--- src/hw/dcache_pkg.sv ---
/*
 * shared data cache definitions
 * data, strobe, offset and address widths
 * controller state encoding and byte merge helper
 */
`default_nettype none

package dcache_pkg;

  localparam int unsigned DATA_W = 64;
  localparam int unsigned STRB_W = DATA_W / 8;
  localparam int unsigned OFF_W  = 3;  // byte offset in a line
  localparam int unsigned ADDR_W = 32;

  typedef enum logic [2:0] {
    S_IDLE,
    S_LOOKUP,
    S_WB_ADDR,
    S_WB_RESP,
    S_FILL_ADDR,
    S_FILL_DATA,
    S_RESP
  } ctrl_state_e;

  // replace strobed bytes of old_data with new_data
  function automatic logic [DATA_W-1:0] merge_bytes(
    input logic [DATA_W-1:0] old_data,
    input logic [DATA_W-1:0] new_data,
    input logic [STRB_W-1:0] strb
  );
    logic [DATA_W-1:0] res;
    res = old_data;
    for (int i = 0; i < STRB_W; i++) begin
      if (strb[i]) begin
        res[8*i +: 8] = new_data[8*i +: 8];
      end
    end
    return res;
  endfunction

endpackage

`default_nettype wire

--- src/hw/cache_way_if.sv ---
/*
 * lookup, result and update bundle for one cache way
 * modports for the controller and the way store
 */
`timescale 1ns/1ns
`default_nettype none

interface cache_way_if #(
  parameter int IDX_W = 6
);
  import dcache_pkg::*;

  localparam int TAG_W = ADDR_W - IDX_W - OFF_W;

  logic [IDX_W-1:0]  idx;
  logic [TAG_W-1:0]  tag;
  logic              upd_en;
  logic [DATA_W-1:0] upd_data;
  logic [STRB_W-1:0] upd_strb;
  logic              upd_dirty;
  logic [TAG_W-1:0]  upd_tag;
  logic              hit;
  logic [DATA_W-1:0] rdata;
  logic              vld;         // valid bit of indexed line
  logic              dirty;
  logic [TAG_W-1:0]  victim_tag;  // stored tag, for write-back addr

  modport ctrl (
    output idx, tag, upd_en, upd_data, upd_strb, upd_dirty, upd_tag,
    input  hit, rdata, vld, dirty, victim_tag
  );

  modport way (
    input  idx, tag, upd_en, upd_data, upd_strb, upd_dirty, upd_tag,
    output hit, rdata, vld, dirty, victim_tag
  );

endinterface

`default_nettype wire

--- src/hw/dcache_ctrl.sv ---
/*
 * data cache controller
 * request FSM, hit selection and victim choice
 * write-back and refill sequencing over the memory channels
 * core read and write responses
 */
`timescale 1ns/1ns
`default_nettype none

module dcache_ctrl #(
  parameter int IDX_W = 6
) (
  input  logic                          clk,
  input  logic                          rst,
  cache_way_if.ctrl                     way0,
  cache_way_if.ctrl                     way1,
  // core read
  input  logic                          ar_valid_i,
  output logic                          ar_ready_o,
  input  logic [dcache_pkg::ADDR_W-1:0] ar_addr_i,
  output logic                          r_valid_o,
  input  logic                          r_ready_i,
  output logic [dcache_pkg::DATA_W-1:0] r_data_o,
  // core write
  input  logic                          aw_valid_i,
  output logic                          aw_ready_o,
  input  logic [dcache_pkg::ADDR_W-1:0] aw_addr_i,
  input  logic [dcache_pkg::DATA_W-1:0] w_data_i,
  input  logic [dcache_pkg::STRB_W-1:0] w_strb_i,
  output logic                          b_valid_o,
  input  logic                          b_ready_i,
  // memory side
  output logic                          mem_ar_valid_o,
  input  logic                          mem_ar_ready_i,
  output logic [dcache_pkg::ADDR_W-1:0] mem_ar_addr_o,
  input  logic                          mem_r_valid_i,
  output logic                          mem_r_ready_o,
  input  logic [dcache_pkg::DATA_W-1:0] mem_r_data_i,
  output logic                          mem_aw_valid_o,
  input  logic                          mem_aw_ready_i,
  output logic [dcache_pkg::ADDR_W-1:0] mem_aw_addr_o,
  output logic [dcache_pkg::DATA_W-1:0] mem_w_data_o,
  input  logic                          mem_b_valid_i,
  output logic                          mem_b_ready_o
);
  import dcache_pkg::*;

  localparam int TAG_W = ADDR_W - IDX_W - OFF_W;

  ctrl_state_e state_q;
  ctrl_state_e state_d;

  logic [ADDR_W-1:0] addr_q;
  logic [DATA_W-1:0] wdata_q;
  logic [STRB_W-1:0] wstrb_q;
  logic [DATA_W-1:0] rdata_q;
  logic              is_wr_q;
  logic              vict_q;
  logic              repl_q;   // free-running replacement bit

  logic              ar_fire;
  logic              aw_fire;
  logic              resp_fire;
  logic              any_hit;
  logic              hit_way;
  logic              vict_d;
  logic              vict_wb;
  logic [IDX_W-1:0]  req_idx;
  logic [TAG_W-1:0]  req_tag;
  logic [DATA_W-1:0] hit_rdata;
  logic [DATA_W-1:0] vic_rdata;
  logic [TAG_W-1:0]  vic_tag;
  logic [DATA_W-1:0] fill_data;
  logic              upd_go;
  logic              upd_way;
  logic [DATA_W-1:0] upd_data;
  logic [STRB_W-1:0] upd_strb;

  // read wins over a write in the same cycle
  assign ar_ready_o = (state_q == S_IDLE);
  assign aw_ready_o = (state_q == S_IDLE) && !ar_valid_i;
  assign ar_fire    = ar_valid_i && ar_ready_o;
  assign aw_fire    = aw_valid_i && aw_ready_o;

  assign req_idx = addr_q[OFF_W +: IDX_W];
  assign req_tag = addr_q[ADDR_W-1 -: TAG_W];

  // hit selection
  assign any_hit   = way0.hit || way1.hit;
  assign hit_way   = way1.hit;
  assign hit_rdata = hit_way ? way1.rdata : way0.rdata;

  // victim prefers an invalid way
  always_comb begin
    if (!way0.vld) begin
      vict_d = 1'b0;
    end else if (!way1.vld) begin
      vict_d = 1'b1;
    end else begin
      vict_d = repl_q;
    end
  end

  assign vict_wb   = vict_d ? (way1.vld && way1.dirty) : (way0.vld && way0.dirty);
  assign vic_rdata = vict_q ? way1.rdata : way0.rdata;
  assign vic_tag   = vict_q ? way1.victim_tag : way0.victim_tag;

  assign resp_fire = is_wr_q ? (b_valid_o && b_ready_i) : (r_valid_o && r_ready_i);

  always_comb begin
    state_d = state_q;
    case (state_q)
      S_IDLE:      if (ar_fire || aw_fire) state_d = S_LOOKUP;
      S_LOOKUP: begin
        if (any_hit) begin
          state_d = S_RESP;
        end else if (vict_wb) begin
          state_d = S_WB_ADDR;
        end else begin
          state_d = S_FILL_ADDR;
        end
      end
      S_WB_ADDR:   if (mem_aw_ready_i) state_d = S_WB_RESP;
      S_WB_RESP:   if (mem_b_valid_i) state_d = S_FILL_ADDR;
      S_FILL_ADDR: if (mem_ar_ready_i) state_d = S_FILL_DATA;
      S_FILL_DATA: if (mem_r_valid_i) state_d = S_RESP;
      S_RESP:      if (resp_fire) state_d = S_IDLE;
      default:     state_d = S_IDLE;
    endcase
  end

  always_ff @(posedge clk) begin
    if (rst) begin
      state_q <= S_IDLE;
      repl_q  <= 1'b0;
      is_wr_q <= 1'b0;
    end else begin
      state_q <= state_d;
      repl_q  <= ~repl_q;
      if (ar_fire) begin
        is_wr_q <= 1'b0;
      end else if (aw_fire) begin
        is_wr_q <= 1'b1;
      end
    end
  end

  always_ff @(posedge clk) begin
    if (ar_fire) begin
      addr_q <= ar_addr_i;
    end else if (aw_fire) begin
      addr_q  <= aw_addr_i;
      wdata_q <= w_data_i;
      wstrb_q <= w_strb_i;
    end
    if (state_q == S_LOOKUP) begin
      vict_q  <= vict_d;
      rdata_q <= hit_rdata;
    end
    if (state_q == S_FILL_DATA && mem_r_valid_i) begin
      rdata_q <= mem_r_data_i;
    end
  end

  // way update on write hit or refill
  assign fill_data = merge_bytes(mem_r_data_i, wdata_q, is_wr_q ? wstrb_q : '0);
  assign upd_go    = (state_q == S_LOOKUP && any_hit && is_wr_q) ||
                     (state_q == S_FILL_DATA && mem_r_valid_i);
  assign upd_way   = (state_q == S_LOOKUP) ? hit_way : vict_q;
  assign upd_data  = (state_q == S_LOOKUP) ? wdata_q : fill_data;
  assign upd_strb  = (state_q == S_LOOKUP) ? wstrb_q : '1;

  assign way0.idx       = req_idx;
  assign way0.tag       = req_tag;
  assign way0.upd_en    = upd_go && !upd_way;
  assign way0.upd_data  = upd_data;
  assign way0.upd_strb  = upd_strb;
  assign way0.upd_dirty = is_wr_q;
  assign way0.upd_tag   = req_tag;

  assign way1.idx       = req_idx;
  assign way1.tag       = req_tag;
  assign way1.upd_en    = upd_go && upd_way;
  assign way1.upd_data  = upd_data;
  assign way1.upd_strb  = upd_strb;
  assign way1.upd_dirty = is_wr_q;
  assign way1.upd_tag   = req_tag;

  // core responses
  assign r_valid_o = (state_q == S_RESP) && !is_wr_q;
  assign b_valid_o = (state_q == S_RESP) && is_wr_q;
  assign r_data_o  = rdata_q;

  // memory channels use the full line
  assign mem_aw_valid_o = (state_q == S_WB_ADDR);
  assign mem_aw_addr_o  = {vic_tag, req_idx, {OFF_W{1'b0}}};
  assign mem_w_data_o   = vic_rdata;
  assign mem_b_ready_o  = (state_q == S_WB_RESP);
  assign mem_ar_valid_o = (state_q == S_FILL_ADDR);
  assign mem_ar_addr_o  = {addr_q[ADDR_W-1:OFF_W], {OFF_W{1'b0}}};
  assign mem_r_ready_o  = (state_q == S_FILL_DATA);

  a_one_hit: assert property (
    @(posedge clk) disable iff (rst)
    (state_q == S_LOOKUP) |-> !(way0.hit && way1.hit)
  ) else $error("dcache_ctrl: both ways hit");

  a_r_stable: assert property (
    @(posedge clk) disable iff (rst)
    r_valid_o && !r_ready_i |=> r_valid_o && $stable(r_data_o)
  ) else $error("dcache_ctrl: read response changed under stall");

endmodule

`default_nettype wire

--- src/flat_wrapper.sv ---
// flat-port wrapper written by rule: the top's interface ports become plain ports
module dcache_ctrl_flat import dcache_pkg::*;
#(
  parameter int IDX_W = 6
)
  (clk, rst, ar_valid_i, ar_ready_o, ar_addr_i, r_valid_o, r_ready_i, r_data_o, aw_valid_i, aw_ready_o, aw_addr_i, w_data_i, w_strb_i, b_valid_o, b_ready_i, mem_ar_valid_o, mem_ar_ready_i, mem_ar_addr_o, mem_r_valid_i, mem_r_ready_o, mem_r_data_i, mem_aw_valid_o, mem_aw_ready_i, mem_aw_addr_o, mem_w_data_o, mem_b_valid_i, mem_b_ready_o, way0_idx, way0_tag, way0_upd_en, way0_upd_data, way0_upd_strb, way0_upd_dirty, way0_upd_tag, way0_hit, way0_rdata, way0_vld, way0_dirty, way0_victim_tag, way1_idx, way1_tag, way1_upd_en, way1_upd_data, way1_upd_strb, way1_upd_dirty, way1_upd_tag, way1_hit, way1_rdata, way1_vld, way1_dirty, way1_victim_tag);
  cache_way_if #(.IDX_W(IDX_W)) way0_i ();
  cache_way_if #(.IDX_W(IDX_W)) way1_i ();
  input  logic clk;
  input  logic rst;
  input  logic ar_valid_i;
  output logic ar_ready_o;
  input  logic [dcache_pkg::ADDR_W-1:0] ar_addr_i;
  output logic r_valid_o;
  input  logic r_ready_i;
  output logic [dcache_pkg::DATA_W-1:0] r_data_o;
  input  logic aw_valid_i;
  output logic aw_ready_o;
  input  logic [dcache_pkg::ADDR_W-1:0] aw_addr_i;
  input  logic [dcache_pkg::DATA_W-1:0] w_data_i;
  input  logic [dcache_pkg::STRB_W-1:0] w_strb_i;
  output logic b_valid_o;
  input  logic b_ready_i;
  output logic mem_ar_valid_o;
  input  logic mem_ar_ready_i;
  output logic [dcache_pkg::ADDR_W-1:0] mem_ar_addr_o;
  input  logic mem_r_valid_i;
  output logic mem_r_ready_o;
  input  logic [dcache_pkg::DATA_W-1:0] mem_r_data_i;
  output logic mem_aw_valid_o;
  input  logic mem_aw_ready_i;
  output logic [dcache_pkg::ADDR_W-1:0] mem_aw_addr_o;
  output logic [dcache_pkg::DATA_W-1:0] mem_w_data_o;
  input  logic mem_b_valid_i;
  output logic mem_b_ready_o;
  output wire logic [$bits(way0_i.idx)-1:0] way0_idx;
  output wire logic [$bits(way0_i.tag)-1:0] way0_tag;
  output wire logic [$bits(way0_i.upd_en)-1:0] way0_upd_en;
  output wire logic [$bits(way0_i.upd_data)-1:0] way0_upd_data;
  output wire logic [$bits(way0_i.upd_strb)-1:0] way0_upd_strb;
  output wire logic [$bits(way0_i.upd_dirty)-1:0] way0_upd_dirty;
  output wire logic [$bits(way0_i.upd_tag)-1:0] way0_upd_tag;
  input wire logic [$bits(way0_i.hit)-1:0] way0_hit;
  input wire logic [$bits(way0_i.rdata)-1:0] way0_rdata;
  input wire logic [$bits(way0_i.vld)-1:0] way0_vld;
  input wire logic [$bits(way0_i.dirty)-1:0] way0_dirty;
  input wire logic [$bits(way0_i.victim_tag)-1:0] way0_victim_tag;
  output wire logic [$bits(way1_i.idx)-1:0] way1_idx;
  output wire logic [$bits(way1_i.tag)-1:0] way1_tag;
  output wire logic [$bits(way1_i.upd_en)-1:0] way1_upd_en;
  output wire logic [$bits(way1_i.upd_data)-1:0] way1_upd_data;
  output wire logic [$bits(way1_i.upd_strb)-1:0] way1_upd_strb;
  output wire logic [$bits(way1_i.upd_dirty)-1:0] way1_upd_dirty;
  output wire logic [$bits(way1_i.upd_tag)-1:0] way1_upd_tag;
  input wire logic [$bits(way1_i.hit)-1:0] way1_hit;
  input wire logic [$bits(way1_i.rdata)-1:0] way1_rdata;
  input wire logic [$bits(way1_i.vld)-1:0] way1_vld;
  input wire logic [$bits(way1_i.dirty)-1:0] way1_dirty;
  input wire logic [$bits(way1_i.victim_tag)-1:0] way1_victim_tag;
  assign way0_idx = way0_i.idx;
  assign way0_tag = way0_i.tag;
  assign way0_upd_en = way0_i.upd_en;
  assign way0_upd_data = way0_i.upd_data;
  assign way0_upd_strb = way0_i.upd_strb;
  assign way0_upd_dirty = way0_i.upd_dirty;
  assign way0_upd_tag = way0_i.upd_tag;
  assign way0_i.hit = way0_hit;
  assign way0_i.rdata = way0_rdata;
  assign way0_i.vld = way0_vld;
  assign way0_i.dirty = way0_dirty;
  assign way0_i.victim_tag = way0_victim_tag;
  assign way1_idx = way1_i.idx;
  assign way1_tag = way1_i.tag;
  assign way1_upd_en = way1_i.upd_en;
  assign way1_upd_data = way1_i.upd_data;
  assign way1_upd_strb = way1_i.upd_strb;
  assign way1_upd_dirty = way1_i.upd_dirty;
  assign way1_upd_tag = way1_i.upd_tag;
  assign way1_i.hit = way1_hit;
  assign way1_i.rdata = way1_rdata;
  assign way1_i.vld = way1_vld;
  assign way1_i.dirty = way1_dirty;
  assign way1_i.victim_tag = way1_victim_tag;
  dcache_ctrl #(.IDX_W(IDX_W)) u_core (.clk(clk), .rst(rst), .way0(way0_i), .way1(way1_i), .ar_valid_i(ar_valid_i), .ar_ready_o(ar_ready_o), .ar_addr_i(ar_addr_i), .r_valid_o(r_valid_o), .r_ready_i(r_ready_i), .r_data_o(r_data_o), .aw_valid_i(aw_valid_i), .aw_ready_o(aw_ready_o), .aw_addr_i(aw_addr_i), .w_data_i(w_data_i), .w_strb_i(w_strb_i), .b_valid_o(b_valid_o), .b_ready_i(b_ready_i), .mem_ar_valid_o(mem_ar_valid_o), .mem_ar_ready_i(mem_ar_ready_i), .mem_ar_addr_o(mem_ar_addr_o), .mem_r_valid_i(mem_r_valid_i), .mem_r_ready_o(mem_r_ready_o), .mem_r_data_i(mem_r_data_i), .mem_aw_valid_o(mem_aw_valid_o), .mem_aw_ready_i(mem_aw_ready_i), .mem_aw_addr_o(mem_aw_addr_o), .mem_w_data_o(mem_w_data_o), .mem_b_valid_i(mem_b_valid_i), .mem_b_ready_o(mem_b_ready_o));
endmodule
--- config.mk ---
export PLATFORM = sky130hd
export DESIGN_NAME = dcache_ctrl_flat
export DESIGN_NICKNAME = d
export VERILOG_FILES = /design/src/hw/dcache_pkg.sv /design/src/hw/cache_way_if.sv /design/src/hw/dcache_ctrl.sv /design/src/flat_wrapper.sv
export SDC_FILE = /design/constraint.sdc
export NUM_CORES = 1
export LEC_CHECK = 0
export BUFFER_PORTS_ARGS = -buffer_cell sky130_fd_sc_hd__buf_2
export CORE_AREA = 2 2 326 328
export DETAILED_ROUTE_END_ITERATION = 6
export DIE_AREA = 0 0 328 330
export HOLD_SLACK_MARGIN = 0.15
export PLACE_DENSITY = 0.3
export SKIP_CTS_REPAIR_TIMING = 1
export SLEW_MARGIN = 40
export SYNTH_ARGS = -nofsm -noshare
export SYNTH_HDL_FRONTEND = slang
export SYNTH_SLANG_ARGS = --single-unit
--- constraint.sdc ---
create_clock -name clk -period 3.4 [get_ports clk]
set_input_delay 0 -clock clk [delete_from_list [all_inputs] [get_ports clk]]
set_output_delay 0 -clock clk [all_outputs]
set_load 0.05 [all_outputs]
==> metrics list <==
- Hold slack final: 0.2041 ns
- Std-Cell Core Area: 0.1047 sq mm
* Required time at the worst-slack endpoint: 3.40 ns
- Number of nets in the finished design: 2157
- Using the TritonRoute via totals, the vias-per-cell ratio works out to 3.169.
- Critical Setup Path Class: reg -> out
- Y dimension of the die: 330 um
- Routed via count: 10054
- After layout, the minimum clock period comes to 3.063 ns.
- During I/O placement, the number of pins put on the boundary was 842.
- The total overflow left after global routing is 0.
- Sw Ratio: 0.5982
- Wire length per cell after detailed routing: 18.40 um
- Routability Congestion: 0.8239
- The detail route stage leaves a number of antenna-violating nets equal to 0.
- Row Count: 119
- The biggest area contributor in the post-synthesis netlist is edfxtp_1.
- The clock passes through at most 2 buffers.
* Sequential cell area: 0.005085 sq mm
- Dividing the final minimum period by the clock period gives 0.9010.
* PnR Total Power: 0.01787 W
* Post-Syn Area: 0.01073 sq mm
- Once placement finished, the instance area stood at 0.01519 sq mm.
- The Yosys step of the flow raised 0 warnings.
- Of the total power, registers draw 0.197.
* Global routing met1 resource utilization: 0.1035
* Area added between synthesis and finish: 72.82%
* Chip width: 328 um
- Clock latency on the worst-skew pair, taken at its later pin, is 0.50 ns.
- In this run the power density over the cells is 963.3 mW/mm^2.
- The count of pins over their slew limit is 0.
- Comb pwr share: 0.675
* Number of design rule violations left after detail routing: 0
- The first global-routing pass estimated 73.47 mm of wire.
- Worst endpoint data arrival time: 3.06 ns
- Half-perimeter wire length of the detailed placement result: 47.33 mm
* Number of flops mapped to enable cells by yosys: 166
* Worst VDD drop: 0.0005459 V
* Setup TNS: 0 ns
- Min-Delay Path Class: in -> reg
- CTS buffer count: 17
- Result of the run: finished clean
* Seq/Total Area, Yosys: 0.4737
- Clock tree from TritonCTS: yes
- Flip-flop cell with the highest count after synthesis: edfxtp_1
- The share of synthesized area in the top cell type comes to 0.4644.
* Slew at the pin closest to its max-slew limit: 0.8130 ns
- Wirelength, routed: 58.37 mm
- On the final layout, the worst clock skew is 0.01296 ns.
- Post-synthesis simple-gate area fraction: 0.04418
- Maximum clock rate: 0.3265 GHz
- Initial antenna violation count: 7
- Biggest area contributors in the synthesized netlist: edfxtp_1, buf_4, mux2_2
- Endpoint kind of the worst setup timing path: primary output
* H-tree depth reported by CTS: 4
* Largest stage delay, worst path: 0.65 ns
* Pin count of the biggest net entering global routing: 90
* Number of flip-flops and latches in the synthesized netlist: 171
- For this design the total switching power over the nets is 0.01069 W.
* Global route hottest layer: met2
- Final setup fails: 0
- Initial Util: 0.1025
- Counting every sink on the clock net gives 171.
- The slowest stage of the critical path belongs to the cell dfxtp_1.
- Clock-pin slew was measured on the worst setup and hold paths at 0.08 ns.
* Post-Layout Inst Area: 0.01855 sq mm
* DRC violation total after the first TritonRoute iteration: 310
* Distinct cell type count after synthesis: 38
- Setup repair after global routing left no endpoint under its margin.
* Fraction of met3 tracks used by global routing: 0.04588
* Multiplexer share of the synthesized area: 0.2599
* Max Cap Violations: 0
- After synthesis, the share of flip-flops with an asynchronous set or reset is 0.
- Fill cells in the final layout number 11688.
- Number of global-route vias before repair: 9355
* Tot GR Track Use: 0.1005
- The first detailed-routing pass ran for 4 iterations.
* Largest driver fanout on the critical path: 11
- Counting every instance in the synthesized netlist gives 853.
* Routing usage on met2: 0.1815
- Headroom to the max-slew limit came out at 0.4580.
- The number of failing hold endpoints at the final stage came to 0.
- Sequence of cells on the critical path: inv_1, nor3_4, buf_4, a21o_1, mux2_1, buf_2
* Startpoint types: flop
- Of the total synthesized cell area, the portion taken by XOR and XNOR cells is 0.
- Cell-internal power: 0.007180 W
- Leak: 8.108 nW
* Portion of total power attributed to the clock network: 0.128
* Number of buffer cells added on primary ports: 829
* Area taken by multi-input logic gates: 0.003940 sq mm
- Share of layout cells above drive strength 1: 0.5910
- Largest family of logic cells by synthesized area: multiplexers
- The die covers 0.1082 sq mm.
* Clock root buffer master: clkbuf_16
* Compound-Gate Fraction of Synth Area: 0.05712
- Averaged over all synthesized cells, the footprint is 12.58 sq um.
- Adder and majority cell fraction of the synthesized area: 0
-- final timing paths --
path                           from                 to  slack [ns]  cells past startpoint
setup / recovery  u_core.state_q[0]  way0_upd_data[20]        0.34                      6
hold / removal          w_data_i[1]  u_core.wdata_q[1]        0.20                      2
setup reg to reg      u_core.repl_q  u_core.state_q[1]        0.48                      7
hold reg to reg       u_core.repl_q      u_core.repl_q        0.47                      1
-- stage by stage --
stage / setup slack, ns / std cells / utilization
after CTS: 0.1553 / 2899 / 0.1512
final: 0.3368 / 3173 / 0.1772
after floorplan: 0.1114 / 858 / -
after detailed placement: 0.7607 / 2867 / 0.1451
after global routing: 0.06303 / 3171 / 0.1772
after global placement: 0.7731 / 2867 / 0.1451
-- layout make-up --
type / instances / area share
Inverter: 6 / 0.001214
Tap cell: 1391 / 0.09382
Multi-Input combinational cell: 442 / 0.2124
Sequential cell: 171 / 0.2741
Timing Repair Buffer: 1129 / 0.3839
Clock buffer: 17 / 0.02293
Clock inverter: 15 / 0.01133
Antenna cell: 2 / 0.0002698
-- synth_stat cells (3+ instances only) --
cell and count:
mux2_1 64, nand2b_1 11, a21o_1 8, dfxtp_1 5, nand3_1 3, buf_6 6
buf_2 24, nor3_1 5, a21oi_1 32, nor2_1 70, clkbuf_1 3, mux2_2 98
and2_1 3, a21oi_2 35, mux2i_1 65, buf_4 206, mux2_4 21, edfxtp_1 166
inv_1 6
-- kinds of logic (layout without fill, tap and decap cells) --
group / count (synthesis) / count (layout)
mux: 248 / 248
other cells: 1 / 8
buf+inv: 245 / 1167
simple gates: 103 / 103
flops: 171 / 171
compound gates: 85 / 85
-- per-layer routing --
layer	routed length [um]	vias to the layer above
met3	5154	50
met2	30130	471
met1	21830	4826
met4	1230	6
met5	27	-
li1	-	4701
-- placed cells by master, fill, tap and decap left out, types with 3 or more instances in the layout --
master and n:
bufinv_16 4, mux2i_1 65, nor3_1 5, a21o_1 8, nor2_1 70, buf_2 828
a21oi_1 32, nand3_1 3, conb_1 6, a21oi_2 35, dfxtp_1 5, mux2_4 21
mux2_1 64, dlygate4sd3_1 272, inv_1 6, buf_4 26, inv_6 5, clkbuf_16 17
buf_12 3, mux2_2 98, nand2b_1 10, edfxtp_1 166
-- state kept, by name, indices dropped and copies added (netlist names) --
name and cells:
u_core.vict_q 1, u_core.r_data_o 64, u_core.way0.upd_dirty 1, u_core.state_q 3
u_core.wdata_q 64, u_core.addr_q 29, u_core.wstrb_q 8, u_core.repl_q 1
-- power groups by stage --
stage / Sequential [W] / Combinational (W) / Clock, W
floorplan: 0.00489 / 0.00822 / 0
global placement: 0.00356 / 0.0118 / 0
detailed placement: 0.00358 / 0.0118 / 0
CTS: 0.00354 / 0.0118 / 0.00246
global route: 0.00359 / 0.0126 / 0.00251
finish: 0.00352 / 0.0121 / 0.00229
-- critical path, delay by kind of cell, from the launching register on --
family | cells | cell delay (ns)
AND/OR/NAND/NOR | 1 | 0.22
flip-flops | 1 | 0.65
multiplexers | 1 | 0.44
AO/OA/AOI/OAI | 1 | 0.51
buffers and inverters | 3 | 0.72
(Power assumes the default switching activity.)
